## config.mk

```make
export PLATFORM = sky130hd
export DESIGN_NAME = eth_test_top
export DESIGN_NICKNAME = d
export VERILOG_FILES = /design/src/hw/eth_test_pkg.sv /design/src/hw/axil_regs_pkg.sv /design/src/hw/mac_stream_if.sv /design/src/hw/pkt_gen.sv /design/src/hw/pkt_check.sv /design/src/hw/axil_regs.sv /design/src/hw/eth_test_top.sv
export SDC_FILE = /design/constraint.sdc
export NUM_CORES = 2
export LEC_CHECK = 0
export BUFFER_PORTS_ARGS = -buffer_cell sky130_fd_sc_hd__buf_2
export CORE_UTILIZATION = 45
export DETAILED_ROUTE_END_ITERATION = 10
export GPL_TIMING_DRIVEN = 0
export SYNTH_ARGS = -nofsm -noshare
export SYNTH_HDL_FRONTEND = slang
export SYNTH_SLANG_ARGS = --single-unit
```

## constraint.sdc

```tcl
create_clock -name aurora_usr_clk -period 5.4 [get_ports aurora_usr_clk]
set_input_delay 0.27 -clock aurora_usr_clk [delete_from_list [all_inputs] [get_ports aurora_usr_clk]]
set_output_delay 0.27 -clock aurora_usr_clk [all_outputs]
set_load 0.005 [all_outputs]
```

## src/hw/eth_test_pkg.sv

```systemverilog
/*
 * ethernet traffic test types
 * port count, byte stream and counter widths, generator states
 */
package eth_test_pkg;

    // number of test ports
    localparam int NUM_PORTS  = 4;
    localparam int PORT_IDX_W = $clog2(NUM_PORTS);

    //--------------------------------------------------
    // stream and counter types
    //--------------------------------------------------
    // one byte on the mac side
    typedef logic [7:0]            byte_t;
    // frame length or idle gap
    typedef logic [15:0]           pkt_len_t;
    // frame and error counters
    typedef logic [31:0]           cnt_t;
    // one bit per port
    typedef logic [NUM_PORTS-1:0]  port_mask_t;
    // port number
    typedef logic [PORT_IDX_W-1:0] port_idx_t;

    // generator fsm
    typedef enum logic [1:0] {
        IDLE,
        SEND,
        PAUSE
    } gen_state_e;

endpackage

```

## src/hw/axil_regs_pkg.sv

```systemverilog
/*
 * axi4-lite register map of the ethernet traffic test
 */
package axil_regs_pkg;

    localparam int AXIL_ADDR_W = 8;
    localparam int AXIL_DATA_W = 32;

    typedef logic [AXIL_ADDR_W-1:0]   axil_addr_t;
    typedef logic [AXIL_DATA_W-1:0]   axil_data_t;
    typedef logic [AXIL_DATA_W/8-1:0] axil_strb_t;
    typedef logic [1:0]               axil_resp_t;

    localparam axil_resp_t RESP_OKAY   = 2'b00;
    localparam axil_resp_t RESP_SLVERR = 2'b10;

    //--------------------------------------------------
    // register offsets
    //--------------------------------------------------
    // start bits in the low bits, one per port
    localparam axil_addr_t REG_CTRL         = 8'h00;
    localparam axil_addr_t REG_PKT_SIZE     = 8'h04;
    localparam axil_addr_t REG_PAUSE_SIZE   = 8'h08;
    // link bits, read only
    localparam axil_addr_t REG_STATUS       = 8'h0C;
    // one word per port, read only
    localparam axil_addr_t REG_ERR_CNT_BASE = 8'h10;
    localparam axil_addr_t REG_FRM_CNT_BASE = 8'h20;

    // self-clearing counter clear
    localparam int CTRL_CLR_BIT = 24;

endpackage

```

## src/hw/mac_stream_if.sv

```systemverilog
/*
 * mac side byte stream, no back-pressure
 */
`timescale 1ns/100ps

interface mac_stream_if import eth_test_pkg::*; ();

    byte_t data;
    // one byte per cycle while high
    logic  valid;
    // frame markers, qualified by valid
    logic  sof;
    logic  eof;

    modport src (output data, output valid, output sof, output eof);
    modport snk (input data, input valid, input sof, input eof);

endinterface

```

## src/hw/pkt_gen.sv

```systemverilog
/*
 * test frame generator for one port
 * frames of pkt_size counting bytes separated by pause_size idle cycles
 */
`timescale 1ns/100ps

module pkt_gen import eth_test_pkg::*; (
    input  logic      aurora_usr_clk,
    input  logic      rst_n_i,
    input  logic      start_i,
    input  logic      link_up_i,
    input  pkt_len_t  pkt_size_i,
    input  pkt_len_t  pause_size_i,
    mac_stream_if.src tx_o
);

    gen_state_e state_q;
    // index of the byte on the stream
    pkt_len_t   byte_cnt_q;
    // length latched at sof so a frame always completes
    pkt_len_t   len_q;
    // idle cycles left minus one
    pkt_len_t   gap_q;
    logic       go;
    logic       last;

    assign go   = start_i && link_up_i && (pkt_size_i != '0);
    assign last = (byte_cnt_q == len_q - 1'b1);

    //--------------------------------------------------
    // fsm
    //--------------------------------------------------
    always_ff @(posedge aurora_usr_clk or negedge rst_n_i) begin
        if (!rst_n_i) begin
            state_q    <= IDLE;
            byte_cnt_q <= '0;
            len_q      <= '0;
            gap_q      <= '0;
        end else begin
            case (state_q)
                IDLE: begin
                    if (go) begin
                        state_q    <= SEND;
                        byte_cnt_q <= '0;
                        len_q      <= pkt_size_i;
                    end
                end
                SEND: begin
                    if (!last) begin
                        byte_cnt_q <= byte_cnt_q + 1'b1;
                    end else if (pause_size_i != '0) begin
                        state_q <= PAUSE;
                        gap_q   <= pause_size_i - 1'b1;
                    end else if (go) begin
                        // back to back frames
                        byte_cnt_q <= '0;
                        len_q      <= pkt_size_i;
                    end else begin
                        state_q <= IDLE;
                    end
                end
                PAUSE: begin
                    if (gap_q != '0) begin
                        gap_q <= gap_q - 1'b1;
                    end else if (go) begin
                        state_q    <= SEND;
                        byte_cnt_q <= '0;
                        len_q      <= pkt_size_i;
                    end else begin
                        state_q <= IDLE;
                    end
                end
                default: state_q <= IDLE;
            endcase
        end
    end

    // byte k carries k
    assign tx_o.valid = (state_q == SEND);
    assign tx_o.sof   = tx_o.valid && (byte_cnt_q == '0);
    assign tx_o.eof   = tx_o.valid && last;
    assign tx_o.data  = byte_t'(byte_cnt_q);

    // the byte after an eof opens the next frame
    a_sof_after_eof: assert property (@(posedge aurora_usr_clk) disable iff (!rst_n_i)
        (tx_o.valid && $past(tx_o.eof)) |-> tx_o.sof);

    // no byte while pause cycles remain
    a_quiet_in_pause: assert property (@(posedge aurora_usr_clk) disable iff (!rst_n_i)
        ((tx_o.eof && pause_size_i != '0) || (state_q == PAUSE && gap_q != '0))
        |=> !tx_o.valid);

endmodule

```

## src/hw/pkt_check.sv

```systemverilog
/*
 * test frame checker for one port
 * counts received frames and frames with a wrong byte or length
 */
`timescale 1ns/100ps

module pkt_check import eth_test_pkg::*; (
    input  logic      aurora_usr_clk,
    input  logic      rst_n_i,
    input  logic      clr_i,
    input  pkt_len_t  pkt_size_i,
    mac_stream_if.snk rx_i,
    output cnt_t      err_cnt_o,
    output cnt_t      frm_cnt_o
);

    // frame open, waiting for eof
    logic     open_q;
    logic     bad_q;
    pkt_len_t idx_q;
    // byte index and error flag including the current byte
    pkt_len_t idx_c;
    logic     bad_c;
    logic     take_c;

    always_comb begin
        idx_c  = rx_i.sof ? '0 : idx_q;
        // bytes outside a frame are dropped
        take_c = rx_i.valid && (rx_i.sof || open_q);
        bad_c  = (!rx_i.sof && bad_q)
              || (rx_i.data != byte_t'(idx_c))
              || (rx_i.eof && (idx_c != pkt_size_i - 1'b1));
    end

    //--------------------------------------------------
    // frame tracking and counters
    //--------------------------------------------------
    always_ff @(posedge aurora_usr_clk or negedge rst_n_i) begin
        if (!rst_n_i) begin
            open_q    <= 1'b0;
            bad_q     <= 1'b0;
            idx_q     <= '0;
            err_cnt_o <= '0;
            frm_cnt_o <= '0;
        end else begin
            if (take_c) begin
                open_q <= !rx_i.eof;
                bad_q  <= bad_c;
                idx_q  <= idx_c + 1'b1;
            end
            if (clr_i) begin
                err_cnt_o <= '0;
                frm_cnt_o <= '0;
            end else if (take_c && rx_i.eof) begin
                frm_cnt_o <= frm_cnt_o + 1'b1;
                if (bad_c) begin
                    err_cnt_o <= err_cnt_o + 1'b1;
                end
            end
        end
    end

    // a new frame only after the previous eof
    a_no_nested_sof: assert property (@(posedge aurora_usr_clk) disable iff (!rst_n_i)
        (rx_i.valid && rx_i.sof) |-> !open_q);

endmodule

```

## src/hw/axil_regs.sv

```systemverilog
/*
 * axi4-lite slave with the control and status registers of the test
 */
`timescale 1ns/100ps

module axil_regs
    import eth_test_pkg::*;
    import axil_regs_pkg::*;
(
    input  logic                 aurora_usr_clk,
    input  logic                 rst_n_i,
    input  axil_addr_t           s_axil_awaddr_i,
    input  logic                 s_axil_awvalid_i,
    output logic                 s_axil_awready_o,
    input  axil_data_t           s_axil_wdata_i,
    input  axil_strb_t           s_axil_wstrb_i,
    input  logic                 s_axil_wvalid_i,
    output logic                 s_axil_wready_o,
    output axil_resp_t           s_axil_bresp_o,
    output logic                 s_axil_bvalid_o,
    input  logic                 s_axil_bready_i,
    input  axil_addr_t           s_axil_araddr_i,
    input  logic                 s_axil_arvalid_i,
    output logic                 s_axil_arready_o,
    output axil_data_t           s_axil_rdata_o,
    output axil_resp_t           s_axil_rresp_o,
    output logic                 s_axil_rvalid_o,
    input  logic                 s_axil_rready_i,
    input  port_mask_t           link_up_i,
    input  cnt_t [NUM_PORTS-1:0] err_cnt_i,
    input  cnt_t [NUM_PORTS-1:0] frm_cnt_i,
    output port_mask_t           start_o,
    output logic                 clr_o,
    output pkt_len_t             pkt_size_o,
    output pkt_len_t             pause_size_o
);

    logic       wr_en;
    logic       wr_ok;
    logic       rd_en;
    logic       rd_ok;
    axil_data_t rd_data;
    // counter blocks are 16 byte aligned
    port_idx_t  cnt_idx;

    // aligned word inside a counter block
    function automatic logic cnt_hit(input axil_addr_t addr, input axil_addr_t base);
        return (addr[1:0] == 2'b00) && (addr >= base)
            && (addr < base + axil_addr_t'(4 * NUM_PORTS));
    endfunction

    //--------------------------------------------------
    // write channel
    //--------------------------------------------------
    // address and data taken together, one write in flight
    assign wr_en            = s_axil_awvalid_i && s_axil_wvalid_i && !s_axil_bvalid_o;
    assign s_axil_awready_o = wr_en;
    assign s_axil_wready_o  = wr_en;
    assign wr_ok = (s_axil_awaddr_i == REG_CTRL) || (s_axil_awaddr_i == REG_PKT_SIZE)
                || (s_axil_awaddr_i == REG_PAUSE_SIZE);

    always_ff @(posedge aurora_usr_clk or negedge rst_n_i) begin
        if (!rst_n_i) begin
            start_o         <= '0;
            clr_o           <= 1'b0;
            pkt_size_o      <= '0;
            pause_size_o    <= '0;
            s_axil_bvalid_o <= 1'b0;
            s_axil_bresp_o  <= RESP_OKAY;
        end else begin
            // clear is a single pulse
            clr_o <= 1'b0;
            if (wr_en) begin
                s_axil_bvalid_o <= 1'b1;
                s_axil_bresp_o  <= wr_ok ? RESP_OKAY : RESP_SLVERR;
                case (s_axil_awaddr_i)
                    REG_CTRL: begin
                        start_o <= s_axil_wdata_i[NUM_PORTS-1:0];
                        clr_o   <= s_axil_wdata_i[CTRL_CLR_BIT];
                    end
                    REG_PKT_SIZE:   pkt_size_o   <= pkt_len_t'(s_axil_wdata_i);
                    REG_PAUSE_SIZE: pause_size_o <= pkt_len_t'(s_axil_wdata_i);
                    default: ;
                endcase
            end else if (s_axil_bready_i) begin
                s_axil_bvalid_o <= 1'b0;
            end
        end
    end

    //--------------------------------------------------
    // read channel
    //--------------------------------------------------
    assign rd_en   = s_axil_arvalid_i && s_axil_arready_o;
    assign cnt_idx = s_axil_araddr_i[2 +: PORT_IDX_W];

    // unmapped reads return 0 with slverr
    always_comb begin
        rd_data = '0;
        rd_ok   = 1'b1;
        case (s_axil_araddr_i)
            REG_CTRL:       rd_data = axil_data_t'(start_o);
            REG_PKT_SIZE:   rd_data = axil_data_t'(pkt_size_o);
            REG_PAUSE_SIZE: rd_data = axil_data_t'(pause_size_o);
            REG_STATUS:     rd_data = axil_data_t'(link_up_i);
            default: begin
                if (cnt_hit(s_axil_araddr_i, REG_ERR_CNT_BASE)) begin
                    rd_data = err_cnt_i[cnt_idx];
                end else if (cnt_hit(s_axil_araddr_i, REG_FRM_CNT_BASE)) begin
                    rd_data = frm_cnt_i[cnt_idx];
                end else begin
                    rd_ok = 1'b0;
                end
            end
        endcase
    end

    always_ff @(posedge aurora_usr_clk or negedge rst_n_i) begin
        if (!rst_n_i) begin
            s_axil_arready_o <= 1'b0;
            s_axil_rvalid_o  <= 1'b0;
            s_axil_rdata_o   <= '0;
            s_axil_rresp_o   <= RESP_OKAY;
        end else if (rd_en) begin
            s_axil_arready_o <= 1'b0;
            s_axil_rvalid_o  <= 1'b1;
            s_axil_rdata_o   <= rd_data;
            s_axil_rresp_o   <= rd_ok ? RESP_OKAY : RESP_SLVERR;
        end else if (s_axil_rvalid_o && s_axil_rready_i) begin
            s_axil_rvalid_o  <= 1'b0;
            s_axil_arready_o <= 1'b1;
        end else if (!s_axil_rvalid_o) begin
            s_axil_arready_o <= 1'b1;
        end
    end

    // responses hold until taken
    a_bvalid_hold: assert property (@(posedge aurora_usr_clk) disable iff (!rst_n_i)
        (s_axil_bvalid_o && !s_axil_bready_i) |=> s_axil_bvalid_o && $stable(s_axil_bresp_o));

    a_rvalid_hold: assert property (@(posedge aurora_usr_clk) disable iff (!rst_n_i)
        (s_axil_rvalid_o && !s_axil_rready_i)
        |=> s_axil_rvalid_o && $stable(s_axil_rdata_o) && $stable(s_axil_rresp_o));

    // no byte lanes here, master must send whole words
    a_full_word: assert property (@(posedge aurora_usr_clk) disable iff (!rst_n_i)
        wr_en |-> (s_axil_wstrb_i == '1));

endmodule

```

## src/hw/eth_test_top.sv

```systemverilog
/*
 * ethernet traffic test top level
 * per port generator and checker behind an axi4-lite register block
 */
`timescale 1ns/100ps

module eth_test_top
    import eth_test_pkg::*;
    import axil_regs_pkg::*;
(
    input  logic                  aurora_usr_clk,
    input  logic                  rst_n_i,
    // register bus
    input  axil_addr_t            s_axil_awaddr_i,
    input  logic                  s_axil_awvalid_i,
    output logic                  s_axil_awready_o,
    input  axil_data_t            s_axil_wdata_i,
    input  axil_strb_t            s_axil_wstrb_i,
    input  logic                  s_axil_wvalid_i,
    output logic                  s_axil_wready_o,
    output axil_resp_t            s_axil_bresp_o,
    output logic                  s_axil_bvalid_o,
    input  logic                  s_axil_bready_i,
    input  axil_addr_t            s_axil_araddr_i,
    input  logic                  s_axil_arvalid_i,
    output logic                  s_axil_arready_o,
    output axil_data_t            s_axil_rdata_o,
    output axil_resp_t            s_axil_rresp_o,
    output logic                  s_axil_rvalid_o,
    input  logic                  s_axil_rready_i,
    // mac side, one lane per port
    input  port_mask_t            link_up_i,
    input  byte_t [NUM_PORTS-1:0] rx_data_i,
    input  port_mask_t            rx_valid_i,
    input  port_mask_t            rx_sof_i,
    input  port_mask_t            rx_eof_i,
    output byte_t [NUM_PORTS-1:0] tx_data_o,
    output port_mask_t            tx_valid_o,
    output port_mask_t            tx_sof_o,
    output port_mask_t            tx_eof_o
);

    port_mask_t           start;
    logic                 clr;
    pkt_len_t             pkt_size;
    pkt_len_t             pause_size;
    cnt_t [NUM_PORTS-1:0] err_cnt;
    cnt_t [NUM_PORTS-1:0] frm_cnt;

    axil_regs u_regs (
        .aurora_usr_clk   (aurora_usr_clk),
        .rst_n_i          (rst_n_i),
        .s_axil_awaddr_i  (s_axil_awaddr_i),
        .s_axil_awvalid_i (s_axil_awvalid_i),
        .s_axil_awready_o (s_axil_awready_o),
        .s_axil_wdata_i   (s_axil_wdata_i),
        .s_axil_wstrb_i   (s_axil_wstrb_i),
        .s_axil_wvalid_i  (s_axil_wvalid_i),
        .s_axil_wready_o  (s_axil_wready_o),
        .s_axil_bresp_o   (s_axil_bresp_o),
        .s_axil_bvalid_o  (s_axil_bvalid_o),
        .s_axil_bready_i  (s_axil_bready_i),
        .s_axil_araddr_i  (s_axil_araddr_i),
        .s_axil_arvalid_i (s_axil_arvalid_i),
        .s_axil_arready_o (s_axil_arready_o),
        .s_axil_rdata_o   (s_axil_rdata_o),
        .s_axil_rresp_o   (s_axil_rresp_o),
        .s_axil_rvalid_o  (s_axil_rvalid_o),
        .s_axil_rready_i  (s_axil_rready_i),
        .link_up_i        (link_up_i),
        .err_cnt_i        (err_cnt),
        .frm_cnt_i        (frm_cnt),
        .start_o          (start),
        .clr_o            (clr),
        .pkt_size_o       (pkt_size),
        .pause_size_o     (pause_size)
    );

    //--------------------------------------------------
    // per port test pair
    //--------------------------------------------------
    for (genvar p = 0; p < NUM_PORTS; p++) begin : g_port
        mac_stream_if tx_if ();
        mac_stream_if rx_if ();

        // pins to stream bundles
        assign tx_data_o[p]  = tx_if.data;
        assign tx_valid_o[p] = tx_if.valid;
        assign tx_sof_o[p]   = tx_if.sof;
        assign tx_eof_o[p]   = tx_if.eof;
        assign rx_if.data    = rx_data_i[p];
        assign rx_if.valid   = rx_valid_i[p];
        assign rx_if.sof     = rx_sof_i[p];
        assign rx_if.eof     = rx_eof_i[p];

        pkt_gen u_gen (
            .aurora_usr_clk (aurora_usr_clk),
            .rst_n_i        (rst_n_i),
            .start_i        (start[p]),
            .link_up_i      (link_up_i[p]),
            .pkt_size_i     (pkt_size),
            .pause_size_i   (pause_size),
            .tx_o           (tx_if.src)
        );

        pkt_check u_chk (
            .aurora_usr_clk (aurora_usr_clk),
            .rst_n_i        (rst_n_i),
            .clr_i          (clr),
            .pkt_size_i     (pkt_size),
            .rx_i           (rx_if.snk),
            .err_cnt_o      (err_cnt[p]),
            .frm_cnt_o      (frm_cnt[p])
        );
    end

endmodule

```

==> results.yml <==
yosys:
  async_flop_share: 1.00
  synthesized_area_per_cell_sq_um: 8.96
  synth_cell_type_count: 96
  synthMostInstantiatedCell: "dfrtp_1"
  ys_warn_count: 0
  post-synth-top-area-cell: "dfrtp_1"
  syn-instance-count: 4232
  postSynthRegisterBits: 602
  synth.cells.most_frequent: "dfrtp_1, nand2_1, nor2_1, o21ai_0, clkbuf_1"
  ys_top_cells_by_area: "dfrtp_1, nand2_1, mux4_2, xor2_1, xnor2_1"
  synth_seq_area_share: 0.397
  top_flip_flop_cell_by_instance_count_after_synthesis: "dfrtp_1"
  synth.cell_area_sq_um: 37900
  number_of_synthesized_flops_with_an_enable_pin: 0
  synth_top_area_share: 0.397
critical_path:
  worst_reg2reg_path_length_in_cells: 14
  timing.setup.critical_path_class: "reg2reg"
  setup.worst_path.start_class: "register"
  slowest_stage: "a2111oi_1"
  cp_data_required_time_ns: 5.87
  critical_path.max_stage_delay_ns: 0.59
  timing.critical_path.cells: "inv_1 -> ha_1 -> or3b_1 -> buf_2 -> or4_1 -> clkbuf_1 -> a2111oi_0 -> o21ai_0 -> a2111oi_1 -> nand4_1 -> nand2_1 -> buf_2 -> mux2i_1 -> nor2_1"
  critical_path_arrival_ns: 5.78
  critical_path.top_delay_family: "simple AND/OR/NAND/NOR gates"
  worst_setup_path_end_kind: "register"
  crit_path_start: "u_regs.pkt_size_o[1]$_DFFE_PN0P_"
  crit_path_frequent_cell: "buf_2"
  worst-path-buf-inv: 4
  timing.rr.start: "u_regs.pkt_size_o[1]$_DFFE_PN0P_"
  critical_path_cell_count: 14
  worstPathMaxFanout: 10
floorplanning:
  area_enclosed_by_the_die_boundary_sq_um: 85400
  top_level_ports: 192
  die_height_um: 292
  std_cell_rows: 106
  fp.coreArea_sq_um: 83600
  initial_utilization: 0.454
  fp.dieW_um: 292
power_and_ir_drop:
  clkPwrFrac: 0.408
  power.switching_fraction: 0.306
  p_per_area_nw_per_um2: 296
  power.switching_mw: 3.90
  total_power_mw: 12.7
  leak_nw: 18.1
  seqPwrFrac: 0.416
  vdd_ir_drop_max_mv: 0.277
  share_comb_of_total_power: 0.177
  power_report.internal_total_mw: 8.85
cells_and_area:
  finalInstanceArea_sq_um: 43000
  fin_nets: 4637
  final_layout_size_suffix_gt1_frac: 0.122
  final_core_util: 0.515
  instances_no_fill: 5640
  areaGrowthSynthToFinish_pct: 13.4
hold_path:
  min_delay_path_depth: 2
  worst_hold_path_type: "in2reg"
  start_point_of_the_worst_hold_path: "s_axil_wdata_i[5]"
timing:
  timing_max_transition_violations_final: 0
  totalNegativeSetupSlack_ns: 0
  tightestPinTransition_ns: 1.36
  worst_hold_slack_ns: 0.0350
  report.final.hold_viol_count: 0
  period_minus_slack_ns: 5.30
  worst_slack_ns: 0.0972
  timing.fmax_mhz: 189
  timing.final.setup_violations: 0
  relSlewSlack: 0.0921
  fin_worst_skew_ns: 0.0284
  final_min_period_over_clock_period: 0.982
route:
  first_pass_iters: 6
  detailroute.via_count: 34400
  totalWireLength_um: 127000
  drt_iter0_markers: 3372
  detailed_route_drc_error_count: 0
  antenna_violating_nets_post_route: 0
  post_drt_wl_per_cell_um: 22.5
  via_per_inst: 6.10
clock_network:
  cts.path.max_buffers: 3
  numCtsBuffers: 73
  htree_levels: 3
  clkTransAtPathRegs_ns: 0.06
  cts.sinks: 602
  clock_latency_ns: 0.64
  tritoncts_clock_tree: "yes"
  ctsRootBufferMaster: "clkbuf_16"
placement:
  place_congestion: 0.951
  dp.cells: 5483
  numPortBuffers: 165
  place_ws_ns: -0.723
  place.detailed.hpwl_um: 93400
  dpl_cell_area_sq_um: 40200
global_route:
  first_pass_grt_wire_length_um: 195000
  antenna_found_initial: 8
  groute.usage.overall: 0.294
  grt.overflow.total: 0
  grt_max_degree: 116
  grt_pass1_vias: 32200
status:
  run_status: "finished clean"
job:
  timing.max_cap.violations: 0
-- logic make-up after synthesis --
kind of cell | count (synthesis) | share of synthesized area
other | 1 | 0.0000989
XOR/XNOR | 345 | 0.0830
AO/OA/AOI/OAI | 906 | 0.155
flip-flops | 602 | 0.397
AND/OR/NAND/NOR | 1735 | 0.232
buffers and inverters | 431 | 0.0492
adder cells (fa/ha/maj) | 33 | 0.0108
multiplexers | 179 | 0.0727
-- repair_timing --
action	in CTS	in global routing
resized for setup	4	2
hold buffers	23	0
setup endpoints to repair	118	48
setup buffers	0	0
endpoints found under the hold margin	110	0
-- cell usage in the layout (no fill, tap or decap), types with 165 or more instances in the layout --
cell	synthesis	layout
nand3_1	208	208
a21oi_1	208	208
buf_2	17	181
xnor2_1	166	165
o21ai_0	242	242
nor2_1	367	367
xor2_1	170	170
clkbuf_1	215	229
nand2_1	440	440
dfrtp_1	602	601
-- flip-flops by register name, summed over array words and instances (netlist names) --
signal,flops
u_regs.s_axil_rdata_o,32
g_port.u_gen.gap_q,64
g_port.u_chk.idx_q,64
u_regs.s_axil_bresp_o,1
u_regs.pause_size_o,16
u_regs.start_o,4
g_port.u_gen.byte_cnt_q,64
g_port.u_gen.state_q,8
u_regs.clr_o,1
g_port.u_chk.bad_q,4
g_port.u_chk.err_cnt_o,128
u_regs.s_axil_bvalid_o,1
g_port.u_chk.open_q,4
u_regs.s_axil_rresp_o,1
g_port.u_gen.len_q,64
u_regs.pkt_size_o,16
g_port.u_chk.frm_cnt_o,128
u_regs.s_axil_rvalid_o,1
u_regs.s_axil_arready_o,1
-- worst reg2reg max path, delay by kind of cell, from the launching register on --
family / cells / cell delay, ns
adders and majority gates: 1 / 0.40
AOI/OAI and AO/OA: 3 / 1.33
muxes: 1 / 0.22
DFF: 1 / 0.49
buffers and inverters: 4 / 1.07
and+or+nand+nor: 5 / 1.66
-- layout make-up --
class	count	area, sq um
fillers	7829	40600
multi-input cells	3200	21000
flip-flops and latches	602	15100
clock buffers	107	2160
plain buffers	307	1400
well taps	1080	1350
repair buffers	193	1200
inverters	122	459
clock inverters	26	354
diodes	3	7.51
-- metal layers --
layer  track usage  wire (um)  part of all wire  up-vias
met2         0.450      56500              0.45     1323
met3        0.0461       9560             0.075      240
li1              -          -                 -    15900
met1         0.413      55100              0.43    17000
met5             0         46           0.00036        -
met4         0.127       5500             0.043        8
-- power groups by stage --
| stage | Combinational [mW] | Sequential [mW] | Clock, mW |
|---|---|---|---|
| 3_3_place_gp | 2.15 | 5.36 | 0 |
| 4_1_cts | 2.23 | 5.28 | 5.27 |
| 2_1_floorplan | 1.51 | 5.20 | 0 |
| 3_5_place_dp | 2.20 | 5.36 | 0 |
| 5_1_grt | 2.49 | 5.34 | 5.44 |
| 6_report | 2.25 | 5.30 | 5.20 |
-- final timing paths --
check	to	slack, ns
worst max-delay path	g_port[0].u_chk.err_cnt_o[1]$_DFFE_PN0P_	0.1
worst min-delay path	u_regs.pkt_size_o[5]$_DFFE_PN0P_	0.04
worst max register to register	g_port[0].u_chk.err_cnt_o[1]$_DFFE_PN0P_	0.1
worst min register to register	u_regs.s_axil_rdata_o[11]$_DFFE_PN0P_	0.47
max in group asynchronous	g_port[1].u_chk.frm_cnt_o[31]$_DFFE_PN0P_	3.24
min in group asynchronous	g_port[0].u_gen.byte_cnt_q[13]$_DFFE_PN0P_	0.24
(Power assumes the default switching activity.)
